===== src/common/isa_pkg.sv =====
`default_nettype none

package isa_pkg;

    //////////////////////////////////////////////////
    // instruction encoding
    //////////////////////////////////////////////////

    typedef logic [5:0] opcode_t;
    typedef logic [4:0] alu_op_t;

    // 00..37 octal are alu ops, an odd code carries an immediate word
    localparam opcode_t OP_LOAD  = 6'o40;
    localparam opcode_t OP_STORE = 6'o41;
    localparam opcode_t OP_IN    = 6'o42;
    localparam opcode_t OP_OUT   = 6'o43;
    localparam opcode_t OP_JUMP  = 6'o44;

    //////////////////////////////////////////////////
    // work classes left after execute
    //////////////////////////////////////////////////

    typedef enum logic [2:0]
    {
        MEM_NONE,
        MEM_LOAD,
        MEM_STORE,
        MEM_IN,
        MEM_OUT
    } mem_kind_t;

    typedef enum logic [1:0]
    {
        WB_NONE,
        WB_ALU,
        WB_MEM,
        WB_PC
    } wb_kind_t;

    // alu class is the lower half of the opcode space
    function automatic logic is_alu(opcode_t op);
        return ~op[5];
    endfunction

    function automatic logic has_immediate(opcode_t op);
        return is_alu(op) && op[0];
    endfunction

    function automatic alu_op_t alu_op_of(opcode_t op);
        return op[4:0];
    endfunction

endpackage

`default_nettype wire


===== src/common/ctrl_pkg.sv =====
`default_nettype none

package ctrl_pkg;

    import isa_pkg::*;

    //////////////////////////////////////////////////
    // job handed from decode to the back stages
    //////////////////////////////////////////////////

    typedef struct packed
    {
        mem_kind_t mem_kind;
        wb_kind_t  wb_kind;
    } job_t;

    //////////////////////////////////////////////////
    // per-stage control strobes
    //////////////////////////////////////////////////

    // instruction stage
    typedef struct packed
    {
        logic i_req;
        logic ir_load;
        logic operand_load;
        logic pc_inc;
        logic pc_reload;
        logic int_save;
        logic int_vector;
    } fetch_ctrl_t;

    // execute, alu_op only meaningful with alu_en
    typedef struct packed
    {
        logic    alu_en;
        alu_op_t alu_op;
        logic    trap;
    } exec_ctrl_t;

    // data bus and io port
    typedef struct packed
    {
        logic d_req;
        logic d_write;
        logic io_sel;
        logic io_dir;
    } mem_ctrl_t;

    typedef struct packed
    {
        logic reg_write;
        logic reg_src_mem;
        logic pc_write;
    } wb_ctrl_t;

endpackage

`default_nettype wire


===== src/fetch/fetch_sequencer.sv =====
`timescale 1ns/100ps
`default_nettype none

module fetch_sequencer
    import isa_pkg::*, ctrl_pkg::*;
(
    input  wire logic    clk,
    input  wire logic    reset,
    input  wire opcode_t opcode,
    input  wire logic    i_odv,
    input  wire logic    i_pending,
    input  wire logic    pc_w,
    input  wire logic    full,
    output logic         push,
    output job_t         push_job,
    output fetch_ctrl_t  fetch_ctrl,
    output exec_ctrl_t   exec_ctrl
);

    typedef enum logic [3:0]
    {
        F_IDLE,
        F_RELOAD,
        F_INT_SAVE,
        F_INT_VECTOR,
        F_FETCH,
        F_DECODE,
        F_EXECUTE,
        F_IMM_FETCH,
        F_ISSUE
    } fetch_state_t;

    fetch_state_t state;
    fetch_state_t next_state;

    // decode result, held from decode through issue
    job_t    dec_job;
    alu_op_t dec_op;
    logic    dec_illegal;
    logic    dec_imm;
    logic    job_empty;

    job_t job_d;
    logic illegal_d;

    //////////////////////////////////////////////////
    // opcode decode
    //////////////////////////////////////////////////

    always_comb
    begin
        job_d = '{MEM_NONE, WB_NONE};
        illegal_d = 1'b0;
        if (is_alu(opcode))
        begin
            job_d.wb_kind = WB_ALU;
        end
        else
        begin
            case (opcode)
                OP_LOAD:  job_d = '{MEM_LOAD, WB_MEM};
                OP_STORE: job_d = '{MEM_STORE, WB_NONE};
                OP_IN:    job_d = '{MEM_IN, WB_NONE};
                OP_OUT:   job_d = '{MEM_OUT, WB_NONE};
                OP_JUMP:  job_d = '{MEM_NONE, WB_PC};
                default:  illegal_d = 1'b1;
            endcase
        end
    end

    always_ff @(posedge clk)
    begin
        if (state == F_DECODE)
        begin
            dec_job     <= job_d;
            dec_op      <= alu_op_of(opcode);
            dec_illegal <= illegal_d;
            dec_imm     <= has_immediate(opcode);
        end
    end

    // nothing left for the back stages
    assign job_empty = (dec_job.mem_kind == MEM_NONE) && (dec_job.wb_kind == WB_NONE);

    //////////////////////////////////////////////////
    // state machine
    //////////////////////////////////////////////////

    always_ff @(posedge clk)
    begin
        if (reset)
            state <= F_IDLE;
        else
            state <= next_state;
    end

    always_comb
    begin
        next_state = state;
        case (state)
            F_IDLE:
            begin
                if (pc_w)
                    next_state = F_RELOAD;
                else if (i_pending)
                    next_state = F_INT_SAVE;
                else
                    next_state = F_FETCH;
            end
            F_RELOAD:     next_state = i_pending ? F_INT_SAVE : F_FETCH;
            F_INT_SAVE:   next_state = F_INT_VECTOR;
            F_INT_VECTOR: next_state = F_FETCH;
            F_FETCH:      if (i_odv) next_state = F_DECODE;
            F_DECODE:     next_state = F_EXECUTE;
            F_EXECUTE:
            begin
                // illegal opcodes have an empty job and drop out here
                if (job_empty)
                    next_state = F_IDLE;
                else if (dec_imm)
                    next_state = F_IMM_FETCH;
                else
                    next_state = F_ISSUE;
            end
            F_IMM_FETCH:  if (i_odv) next_state = F_ISSUE;
            F_ISSUE:      if (!full) next_state = F_IDLE;
            default:      next_state = F_IDLE;
        endcase
    end

    //////////////////////////////////////////////////
    // strobes
    //////////////////////////////////////////////////

    always_comb
    begin
        fetch_ctrl = '0;
        exec_ctrl = '0;
        push = 1'b0;
        case (state)
            F_RELOAD:     fetch_ctrl.pc_reload = 1'b1;
            F_INT_SAVE:   fetch_ctrl.int_save = 1'b1;
            F_INT_VECTOR: fetch_ctrl.int_vector = 1'b1;
            F_FETCH:
            begin
                fetch_ctrl.i_req = 1'b1;
                fetch_ctrl.ir_load = i_odv;
                fetch_ctrl.pc_inc = i_odv;
            end
            F_EXECUTE:
            begin
                exec_ctrl.trap = dec_illegal;
                if (dec_job.wb_kind == WB_ALU)
                begin
                    exec_ctrl.alu_en = 1'b1;
                    exec_ctrl.alu_op = dec_op;
                end
            end
            F_IMM_FETCH:
            begin
                fetch_ctrl.i_req = 1'b1;
                fetch_ctrl.operand_load = i_odv;
                fetch_ctrl.pc_inc = i_odv;
            end
            F_ISSUE:      push = !full;
            default:      push = 1'b0;
        endcase
    end

    assign push_job = dec_job;

endmodule

`default_nettype wire


===== src/hdl/job_queue.sv =====
`timescale 1ns/100ps
`default_nettype none

module job_queue
    import ctrl_pkg::*;
#(
    parameter int FIFO_DEPTH = 4
)
(
    input  wire logic clk,
    input  wire logic reset,
    input  wire logic push,
    input  wire job_t push_job,
    input  wire logic pop,
    output job_t      pop_job,
    output logic      full,
    output logic      empty
);

    localparam int PTR_W = (FIFO_DEPTH > 1) ? $clog2(FIFO_DEPTH) : 1;
    localparam int CNT_W = $clog2(FIFO_DEPTH + 1);
    localparam logic [PTR_W-1:0] LAST_IDX = PTR_W'(FIFO_DEPTH - 1);

    job_t slots [FIFO_DEPTH];

    logic [PTR_W-1:0] wr_ptr;
    logic [PTR_W-1:0] rd_ptr;
    logic [CNT_W-1:0] count;
    logic             do_push;
    logic             do_pop;

    assign do_push = push && !full;
    assign do_pop = pop && !empty;

    always_ff @(posedge clk)
    begin
        if (do_push)
            slots[wr_ptr] <= push_job;
    end

    //////////////////////////////////////////////////
    // pointers and fill level
    //////////////////////////////////////////////////

    always_ff @(posedge clk)
    begin
        if (reset)
        begin
            wr_ptr <= '0;
            rd_ptr <= '0;
            count <= '0;
        end
        else
        begin
            if (do_push)
                wr_ptr <= (wr_ptr == LAST_IDX) ? '0 : wr_ptr + 1'b1;
            if (do_pop)
                rd_ptr <= (rd_ptr == LAST_IDX) ? '0 : rd_ptr + 1'b1;
            case ({do_push, do_pop})
                2'b10:   count <= count + 1'b1;
                2'b01:   count <= count - 1'b1;
                default: count <= count;
            endcase
        end
    end

    // head is visible the cycle after its push
    assign pop_job = slots[rd_ptr];
    assign full = (count == CNT_W'(FIFO_DEPTH));
    assign empty = (count == '0);

endmodule

`default_nettype wire


===== src/hdl/pipe_ctrl_top.sv =====
`timescale 1ns/100ps
`default_nettype none

module pipe_ctrl_top
    import isa_pkg::*, ctrl_pkg::*;
#(
    parameter int FIFO_DEPTH = 4
)
(
    input  wire logic    clk,
    input  wire logic    reset,
    input  wire opcode_t opcode,
    input  wire logic    i_odv,
    input  wire logic    d_odv,
    input  wire logic    hs_in,
    input  wire logic    i_pending,
    input  wire logic    pc_w,
    output fetch_ctrl_t  fetch_ctrl,
    output exec_ctrl_t   exec_ctrl,
    output mem_ctrl_t    mem_ctrl,
    output wb_ctrl_t     wb_ctrl,
    output logic         hs_out
);

    //////////////////////////////////////////////////
    // stage to stage wiring
    //////////////////////////////////////////////////

    // decode to queue
    logic push;
    job_t push_job;
    logic full;

    // queue to memory stage
    logic pop;
    job_t pop_job;
    logic empty;

    // memory stage to writeback
    logic     wb_start;
    wb_kind_t wb_kind;
    logic     wb_busy;

    fetch_sequencer u_fetch
    (
        .clk        (clk),
        .reset      (reset),
        .opcode     (opcode),
        .i_odv      (i_odv),
        .i_pending  (i_pending),
        .pc_w       (pc_w),
        .full       (full),
        .push       (push),
        .push_job   (push_job),
        .fetch_ctrl (fetch_ctrl),
        .exec_ctrl  (exec_ctrl)
    );

    job_queue #(.FIFO_DEPTH(FIFO_DEPTH)) u_queue
    (
        .clk      (clk),
        .reset    (reset),
        .push     (push),
        .push_job (push_job),
        .pop      (pop),
        .pop_job  (pop_job),
        .full     (full),
        .empty    (empty)
    );

    mem_sequencer u_mem
    (
        .clk      (clk),
        .reset    (reset),
        .empty    (empty),
        .pop_job  (pop_job),
        .d_odv    (d_odv),
        .hs_in    (hs_in),
        .wb_busy  (wb_busy),
        .pop      (pop),
        .wb_start (wb_start),
        .wb_kind  (wb_kind),
        .mem_ctrl (mem_ctrl),
        .hs_out   (hs_out)
    );

    writeback_sequencer u_wb
    (
        .clk      (clk),
        .reset    (reset),
        .wb_start (wb_start),
        .wb_kind  (wb_kind),
        .d_odv    (d_odv),
        .wb_busy  (wb_busy),
        .wb_ctrl  (wb_ctrl)
    );

endmodule

`default_nettype wire


===== src/memstage/mem_sequencer.sv =====
`timescale 1ns/100ps
`default_nettype none

module mem_sequencer
    import isa_pkg::*, ctrl_pkg::*;
(
    input  wire logic clk,
    input  wire logic reset,
    input  wire logic empty,
    input  wire job_t pop_job,
    input  wire logic d_odv,
    input  wire logic hs_in,
    input  wire logic wb_busy,
    output logic      pop,
    output logic      wb_start,
    output wb_kind_t  wb_kind,
    output mem_ctrl_t mem_ctrl,
    output logic      hs_out
);

    typedef enum logic [2:0]
    {
        M_IDLE,
        M_DATA_REQ,
        M_DATA_HOLD,
        M_IO_WAIT,
        M_IO_HANDSHAKE,
        M_WB
    } mem_state_t;

    mem_state_t state;
    mem_state_t next_state;
    job_t       cur_job;
    logic       is_store;
    logic       is_out;

    always_ff @(posedge clk)
    begin
        if (pop)
            cur_job <= pop_job;
    end

    assign is_store = (cur_job.mem_kind == MEM_STORE);
    assign is_out = (cur_job.mem_kind == MEM_OUT);
    assign wb_kind = cur_job.wb_kind;

    //////////////////////////////////////////////////
    // state machine
    //////////////////////////////////////////////////

    always_ff @(posedge clk)
    begin
        if (reset)
            state <= M_IDLE;
        else
            state <= next_state;
    end

    always_comb
    begin
        next_state = state;
        case (state)
            M_IDLE:
            begin
                if (!empty)
                begin
                    case (pop_job.mem_kind)
                        MEM_LOAD, MEM_STORE: next_state = M_DATA_REQ;
                        MEM_IN, MEM_OUT:     next_state = M_IO_WAIT;
                        default:
                            next_state = (pop_job.wb_kind == WB_NONE) ? M_IDLE : M_WB;
                    endcase
                end
            end
            // data bus shared with the load writeback
            M_DATA_REQ:
            begin
                if (!wb_busy)
                    next_state = d_odv ? M_IDLE : M_DATA_HOLD;
            end
            M_DATA_HOLD:    if (d_odv) next_state = M_IDLE;
            M_IO_WAIT:      if (hs_in) next_state = M_IO_HANDSHAKE;
            M_IO_HANDSHAKE:
            begin
                if (!hs_in)
                    next_state = (cur_job.wb_kind == WB_NONE) ? M_IDLE : M_WB;
            end
            M_WB:           if (!wb_busy) next_state = M_IDLE;
            default:        next_state = M_IDLE;
        endcase
    end

    //////////////////////////////////////////////////
    // strobes
    //////////////////////////////////////////////////

    always_comb
    begin
        mem_ctrl = '0;
        pop = 1'b0;
        wb_start = 1'b0;
        hs_out = 1'b0;
        case (state)
            M_IDLE:      pop = !empty;
            M_DATA_REQ:
            begin
                // a load hands its writeback over with the first d_req
                mem_ctrl.d_req = !wb_busy;
                mem_ctrl.d_write = !wb_busy && is_store;
                wb_start = !wb_busy && (cur_job.mem_kind == MEM_LOAD);
            end
            M_DATA_HOLD:
            begin
                mem_ctrl.d_req = 1'b1;
                mem_ctrl.d_write = is_store;
            end
            M_IO_WAIT:
            begin
                mem_ctrl.io_sel = 1'b1;
                mem_ctrl.io_dir = is_out;
            end
            M_IO_HANDSHAKE:
            begin
                mem_ctrl.io_sel = 1'b1;
                mem_ctrl.io_dir = is_out;
                hs_out = 1'b1;
            end
            M_WB:        wb_start = !wb_busy;
            default:     pop = 1'b0;
        endcase
    end

endmodule

`default_nettype wire


===== src/memstage/writeback_sequencer.sv =====
`timescale 1ns/100ps
`default_nettype none

module writeback_sequencer
    import isa_pkg::*, ctrl_pkg::*;
(
    input  wire logic     clk,
    input  wire logic     reset,
    input  wire logic     wb_start,
    input  wire wb_kind_t wb_kind,
    input  wire logic     d_odv,
    output logic          wb_busy,
    output wb_ctrl_t      wb_ctrl
);

    typedef enum logic [2:0]
    {
        W_IDLE,
        W_ALU,
        W_PC,
        W_MEM_WAIT,
        W_MEM
    } wb_state_t;

    wb_state_t state;
    wb_state_t next_state;

    always_ff @(posedge clk)
    begin
        if (reset)
            state <= W_IDLE;
        else
            state <= next_state;
    end

    always_comb
    begin
        next_state = state;
        case (state)
            W_IDLE:
            begin
                if (wb_start)
                begin
                    case (wb_kind)
                        WB_ALU:  next_state = W_ALU;
                        WB_PC:   next_state = W_PC;
                        // load data may already be on the bus
                        WB_MEM:  next_state = d_odv ? W_MEM : W_MEM_WAIT;
                        default: next_state = W_IDLE;
                    endcase
                end
            end
            W_MEM_WAIT: if (d_odv) next_state = W_MEM;
            default:    next_state = W_IDLE;
        endcase
    end

    assign wb_busy = (state != W_IDLE);

    always_comb
    begin
        wb_ctrl = '0;
        case (state)
            W_ALU:   wb_ctrl.reg_write = 1'b1;
            W_PC:    wb_ctrl.pc_write = 1'b1;
            W_MEM:
            begin
                wb_ctrl.reg_write = 1'b1;
                wb_ctrl.reg_src_mem = 1'b1;
            end
            default: wb_ctrl = '0;
        endcase
    end

endmodule

`default_nettype wire


===== config.mk =====
export PLATFORM = sky130hd
export DESIGN_NAME = pipe_ctrl_top
export DESIGN_NICKNAME = d
export VERILOG_FILES = /design/src/common/isa_pkg.sv /design/src/common/ctrl_pkg.sv /design/src/fetch/fetch_sequencer.sv /design/src/hdl/job_queue.sv /design/src/hdl/pipe_ctrl_top.sv /design/src/memstage/mem_sequencer.sv /design/src/memstage/writeback_sequencer.sv
export SDC_FILE = /design/constraint.sdc
export NUM_CORES = 1
export LEC_CHECK = 0
export BUFFER_PORTS_ARGS = -buffer_cell sky130_fd_sc_hd__buf_2
export CORE_ASPECT_RATIO = 1.25
export CORE_MARGIN = 4
export CORE_UTILIZATION = 52
export CTS_CLUSTER_DIAMETER = 40
export DETAILED_ROUTE_END_ITERATION = 12
export GPL_TIMING_DRIVEN = 0
export PLACE_DENSITY = 0.76
export SLEW_MARGIN = 25
export SYNTH_ARGS = -nofsm -noshare
export SYNTH_HDL_FRONTEND = slang
export SYNTH_SLANG_ARGS = --single-unit

===== constraint.sdc =====
create_clock -name clk -period 1.97 [get_ports clk]
set_input_delay 0.197 -clock clk [delete_from_list [all_inputs] [get_ports clk]]
set_output_delay 0.197 -clock clk [all_outputs]
set_load 0.01 [all_outputs]

### Word level (Yosys, flattened, before mapping)

Memories as Yosys holds them, arrays and structs flattened. A register that Yosys moved wholly into a read port is not among the register bits.
Index checks and enable logic that the tools add are counted.
W data, S select, Z words.

* memories: 1
* input port bits: 13
* bits in writable memories: 20
* register bits after elaboration: 34

* add/subtract/negate cells: 4
* bitwise gates (word level): 1
* equality and inequality tests: 49
* mux-type cells: 51
* reductions and logical operators: 28

Memory list
* u_queue.slots: depth 4, width 5, rd ports 1, clocked after memory_dff 1, write ports 1, RTL line job_queue.sv:24 `job_t slots [FIFO_DEPTH];`

Operator list (number)
* $mux W3: 12
* $pmux W4 S9: 1
* $eq A6 B6 Y1 const B: 5
* $pmux W5 S5: 1
* $mux W4: 6
* $ne A2 B2 Y1 const B: 11
* $eq A3 B2 Y1 const B: 7
* $eq A3 B3 Y1 const B: 6
* $pmux W3 S2: 3
* $pmux W3 S6: 1
* $eq A4 B3 Y1 const B: 4
* $mux W1: 16
* $eq A3 B1 Y1 const B: 4
* $logic_not A3 Y1: 4
* $mux W2: 6
* $eq A2 B2 Y1 const B: 5
* $reduce_or A2 Y1: 5
* $pmux W3 S3: 1
* $eq A4 B2 Y1 const B: 2
* $mux W7: 1
* $eq A2 B1 Y1 const B: 3
* $logic_and A1 B1 Y1: 6
* $logic_not A2 Y1: 3
* $mux W6: 1
* 16 further kinds: 19

### Depth between registers and ports, before layout

* depth after elaboration: 6
* gate-level depth with buffers: 10
* depth with buffers taken out: 10

### Hierarchy

A second synthesis with hierarchy kept.

* cells, all modules: 250
* area total of the unflattened synthesis: 2851.5 µm²

Modules (own cells, without submodules)
* job_queue: seq. area each 780.7 µm², area each 1216.2 µm², instances 1, cells each 80
* fetch_sequencer: seq. area each 440.4 µm², area each 863.3 µm², instances 1, cells each 83
* mem_sequencer: seq. area each 210.2 µm², area each 579.3 µm², instances 1, cells each 64
* writeback_sequencer: seq. area each 60.1 µm², area each 192.7 µm², instances 1, cells each 23

### Least setup slack after synthesis

Ideal clock, no wire load.

* path kind: reg-to-reg
* start: register u_fetch.state[3]
* end: register u_queue.count[2]
* data arrival time: 2.095 ns
* path slack: -0.196 ns
* stages on the path, launching flop included: 11
* required time: 1.899 ns
* cells stage by stage: dfxtp_1 > clkbuf_1 > and3_1 > a21boi_1 > inv_1 > ha_1 > inv_1 > fa_1 > xor2_1 > or3_1 > a21oi_1

* word-level cells in the longest chain between the ends: 5

RTL lines
* start: declaration: RTL line fetch_sequencer.sv:33 `fetch_state_t state;`
* start signal: assignment: RTL line fetch_sequencer.sv:94 `state <= next_state;`
* $eq A4 B4 Y1 (*): RTL line fetch_sequencer.sv:140 `case (state)`
* $mux W1 (*): RTL line fetch_sequencer.sv:140
* $logic_and A1 B1 Y1 (*): RTL line job_queue.sv:32 `assign do_push = push && !full;`
* $eq A2 B1 Y1 / $eq A2 B2 Y1 (equally long branches): RTL line job_queue.sv:59 `case ({do_push, do_pop})`
* $pmux W3 S2 / $reduce_bool A2 Y1 (equally long branches)
* end signal: assignment: RTL line job_queue.sv:60 `2'b10: count <= count + 1'b1;`
* end signal: assignment: RTL line job_queue.sv:61 `2'b01: count <= count - 1'b1;`
* end signal: assignment: RTL line job_queue.sv:62 `default: count <= count;`
* end: declaration: RTL line job_queue.sv:28 `logic [CNT_W-1:0] count;`

Every way passes the cells marked *; elsewhere a longest branch is shown, timed or not.
A chain may end at the register's enable or synchronous reset.

### Worst setup path in the final report

* start: register u_mem.state[2]
* end: register u_queue.count[2]

* word-level cells in the longest chain between the ends: 5

RTL lines
* start: declaration: RTL line mem_sequencer.sv:31 `mem_state_t state;`
* start signal: assignment: RTL line mem_sequencer.sv:56 `state <= next_state;`
* $logic_not A3 Y1 (*): RTL line mem_sequencer.sv:103 `case (state)`
* $mux W1 (*): RTL line mem_sequencer.sv:103
* $logic_and A1 B1 Y1 (*): RTL line job_queue.sv:33 `assign do_pop = pop && !empty;`
* $eq A2 B1 Y1 / $eq A2 B2 Y1 (equally long branches): RTL line job_queue.sv:59
* $pmux W3 S2 / $reduce_bool A2 Y1 (equally long branches)

Marked as above.

==> metrics.md <==
| Metric | Value |
|---|---|
| HP Class | `input pin to flip-flop` |
| Share of post-route cells with drive strength above 1 | `28.6%` |
| Status | `finished with violations` |
| Wire length of the first global-routing pass | `between 8000 and 9000 µm` |
| CP Class | `flip-flop to flip-flop` |
| Vias/cell | `around 5.6` |
| Final setup fails | `1` |
| Number of global-route vias before repair | `about 2000` |
| Synthesized area | `~2700 µm²` |
| Slowest stage delay, CP | `390 ps` |
| Min Hold Slack | `75.2 ps` |
| RSZ-0062 raised after global routing | `true` |
| Synth Net Count | `approximately 270` |
| TritonCTS buffer count | `5` |
| Worst setup SP type | `flip-flop` |
| PnR Total Power | `about 3.3 mW` |
| CP endpoint | `u_queue.count[2]$_SDFFE_PP0P_` |
| Die X | `roughly 73 µm` |
| Placed cell areas | `3020 µm²` |
| R2r startpoint | `u_mem.state[2]$_SDFFE_PP0P_` |
| Final hold violations | `0` |
| Crit path cell chain | `nor3_4, o31a_1, ha_4, inv_1, fa_2, xor2_1, or3_4, a21oi_2` |
| Share of the synthesized area in the top cell type | `between 40% and 50%` |
| Die area | `around 6500 µm²` |
| Cell area after layout | `between 3000 and 4000 µm²` |
| Setup tns final | `-153 ps` |
| IO Count | `35` |
| Non-filler cells in the finished layout | `about 360` |
| Routed wire per std cell | `~14 µm` |
| #FFs+latches synth | `56` |
| Dpl hpwl | `around 3700 µm` |
| GRT overflow | `0` |
| CP top delay family | `simple AND/OR/NAND/NOR gates` |
| Starting DRC count in detailed routing | `slightly below 70` |
| Initial antenna violation count | `0` |
| GRT Total Usage | `roughly 17%` |
| Max_slew headroom | `around 44%` |
| Cells after DPL | `roughly 350` |
| Fin. max-slew vios | `0` |
| WP buf/inv | `1` |
| Largest cells by area after synthesis | `edfxtp_1 40%, dfxtp_1 14%, nor2_1 4.2%, mux2i_1 4.0%, ha_1 2.7%` |
| Final GP Congestion | `0.782` |
| Clock slew at reported path FFs | `~100 ps` |
| Avg Synthesized Cell Area | `~11 µm²` |
| CTS Sinks | `between 50 and 60` |
| Worst slew pin tran | `between 800 and 900 ps` |
| CP max-delay cell | `or3_4` |
| PwrDens | `around 1000 nW/µm²` |
| Count of different cell masters after synthesis | `51` |
| Main synth FF type | `edfxtp_1` |
| Synth Area in XOR/XNOR | `under 10%` |
| Worst-skew pair later-pin latency | `310 ps` |
| Final WS setup | `-153 ps` |
| Period minus WS final | `2120 ps` |
| CP required | `2210 ps` |
| Reg2Reg Setup Slack | `-150 ps` |
| CP Data Arrival Time | `2370 ps` |
| Antenna viol nets, final | `0` |
| Post-synth EDFFs | `37` |
| Drt drc | `0` |
| CP startpoint | `u_mem.state[2]$_SDFFE_PP0P_` |
| Async SR Flop Fraction | `0%` |
| Post-synthesis sequential area ratio | `between 50% and 60%` |
| Yosys Warn Count | `0` |
| Fmax | `471 MHz` |
| R2r endpoint | `u_queue.count[2]$_SDFFE_PP0P_` |
| Area grow syn2layout | `18.6%` |
| Reg2Reg Depth | `8` |
| Most common cell in the synthesized netlist | `edfxtp_1` |
| List of most frequent post-synthesis cells | `37 x edfxtp_1, 31 x nor2_1, 19 x dfxtp_1, 13 x nor3_1, 12 x inv_1` |
| # diodes | `0` |
| CTS root buffer | `clkbuf_8` |
| Final worst-path cycle share | `108%` |
| DR pass1 iterations | `4` |
| Row Count | `29` |
| Buffers on Ports | `33` |
| Static leakage | `1.23 nW` |
| Worst-path fanout max | `3` |
| Pre-CTS WS | `-234 ps` |
| Cells after Synth | `251` |
| Critical Path Stages | `8` |
| Failing checks | `setup timing` |
| Adder-cell share of the synthesized area | `about 3.5%` |
| Post-synthesis simple-gate area fraction | `approximately a fifth` |
| Core area | `5080 µm²` |
| Final Skew | `around 8 ps` |
| Post-synthesis mux area share | `6.47%` |
| CP Capture Type | `flip-flop` |
| Worst-case clock buffer depth | `2` |
| Largest net degree at the start of global routing | `19` |
| Initial Utilization | `between 50% and 60%` |
| Max-cap viol count | `0` |
| Die Ht | `around 90 µm` |
| Main combinational cell family by area after synthesis | `simple AND/OR/NAND/NOR gates` |
| Area leader, netlist | `edfxtp_1` |
| Htree depth | `2` |
| WL final | `4980 µm` |
| Complex-gate fraction of the synthesized area | `between 10% and 20%` |
| DR vias | `roughly 2000` |
| Post-Route Utilization | `~64%` |
| CTS tree | `done` |
| Worst ir drop on vdd | `between 0.4 and 0.5 mV` |
| Fin nets | `320` |
## layout make-up
type | instances | area [µm²]
fill | 423 | 1830
clock inverter | 3 | 22.5
inverter | 12 | 45.0
multi-input combinational | 172 | 1240
timing repair buffer | 44 | 248
buffer | 9 | 48.8
sequential | 56 | 1500
clock buffer | 5 | 68.8
tap | 62 | 77.6
## layout by cell type, fill, tap and decap left out, types with 6 or more instances in the layout
cell and n:
edfxtp_1 37, buf_2 36, nor2_1 29, dfxtp_1 13, inv_1 11, nor3_1 11
mux2i_1 11, nand2_1 11, and2_1 11, o21ai_0 11, buf_4 11, a21oi_1 8
nand2b_1 6
## what timing repair did
| item | CTS | global route |
|---|---|---|
| hold endpoints to repair | 0 | 0 |
| gates resized for setup | 9 | 16 |
| hold buffers | 0 | 0 |
| gates cloned | 0 | 0 |
| buffers inserted | 1 | 10 |
| setup endpoints to repair | 10 | 24 |
| pin swaps | 2 | 6 |
## power breakdown
group | switching, mW | leakage (nW) | internal (mW)
registers | 0.106 | 0.495 | 1.39
clock network | 0.369 | 0.0485 | 0.255
logic | 0.624 | 0.690 | 0.595
total | 1.10 | 1.23 | 2.24
## registers in the layout, summed over array words and instances (netlist names), 3 cells and up, named ones only
register / cells
u_mem.state: 3
u_fetch.push_job: 5
u_queue.count: 3
u_fetch.state: 4
u_wb.state: 3
u_queue.slots: 20
u_mem.cur_job: 3
u_fetch.dec_op: 5
## how the worst min path moves through the flow
stage / from / endpoint / slack (ps) / cells past startpoint
final: opcode[4] / u_fetch.dec_op[4]$_DFFE_PP_ / 80 / 1
after global placement: opcode[3] / u_fetch.dec_op[3]$_DFFE_PP_ / 390 / 1
after detailed placement: opcode[4] / u_fetch.dec_op[4]$_DFFE_PP_ / 390 / 1
after CTS: opcode[4] / u_fetch.dec_op[4]$_DFFE_PP_ / 70 / 1
after global routing: opcode[4] / u_fetch.dec_op[4]$_DFFE_PP_ / 60 / 1
after floorplan: opcode[0] / u_fetch.dec_op[0]$_DFFE_PP_ / 300 / 0
## worst register-to-register path, delay by kind of cell (launching register included)
family,cells,cell delay [ps]
xor+xnor,1,160
simple gates,2,620
compound gates,2,380
buf+inv,1,50
fa+ha+maj,2,490
flops,1,370
## cell families after synthesis
| family | after synthesis |
|---|---|
| simple gates | 101 |
| flops | 56 |
| compound gates | 44 |
| buf+inv | 23 |
| mux | 14 |
| fa+ha+maj | 7 |
| xor+xnor | 6 |
## per-layer routing
| metal | vias to the layer above | wire (µm) | track usage, % | part of all wire, % |
|---|---|---|---|---|
| met5 | - | 0 | 0 | 0 |
| met2 | 36 | 2750 | 33.4 | 55 |
| met3 | 8 | 166 | 2.70 | 3.3 |
| li1 | 1010 | - | - | - |
| met1 | 961 | 2000 | 16.9 | 40 |
| met4 | 0 | 73 | 5.70 | 1.5 |
No activity file was read; power rests on OpenSTA's default activity.
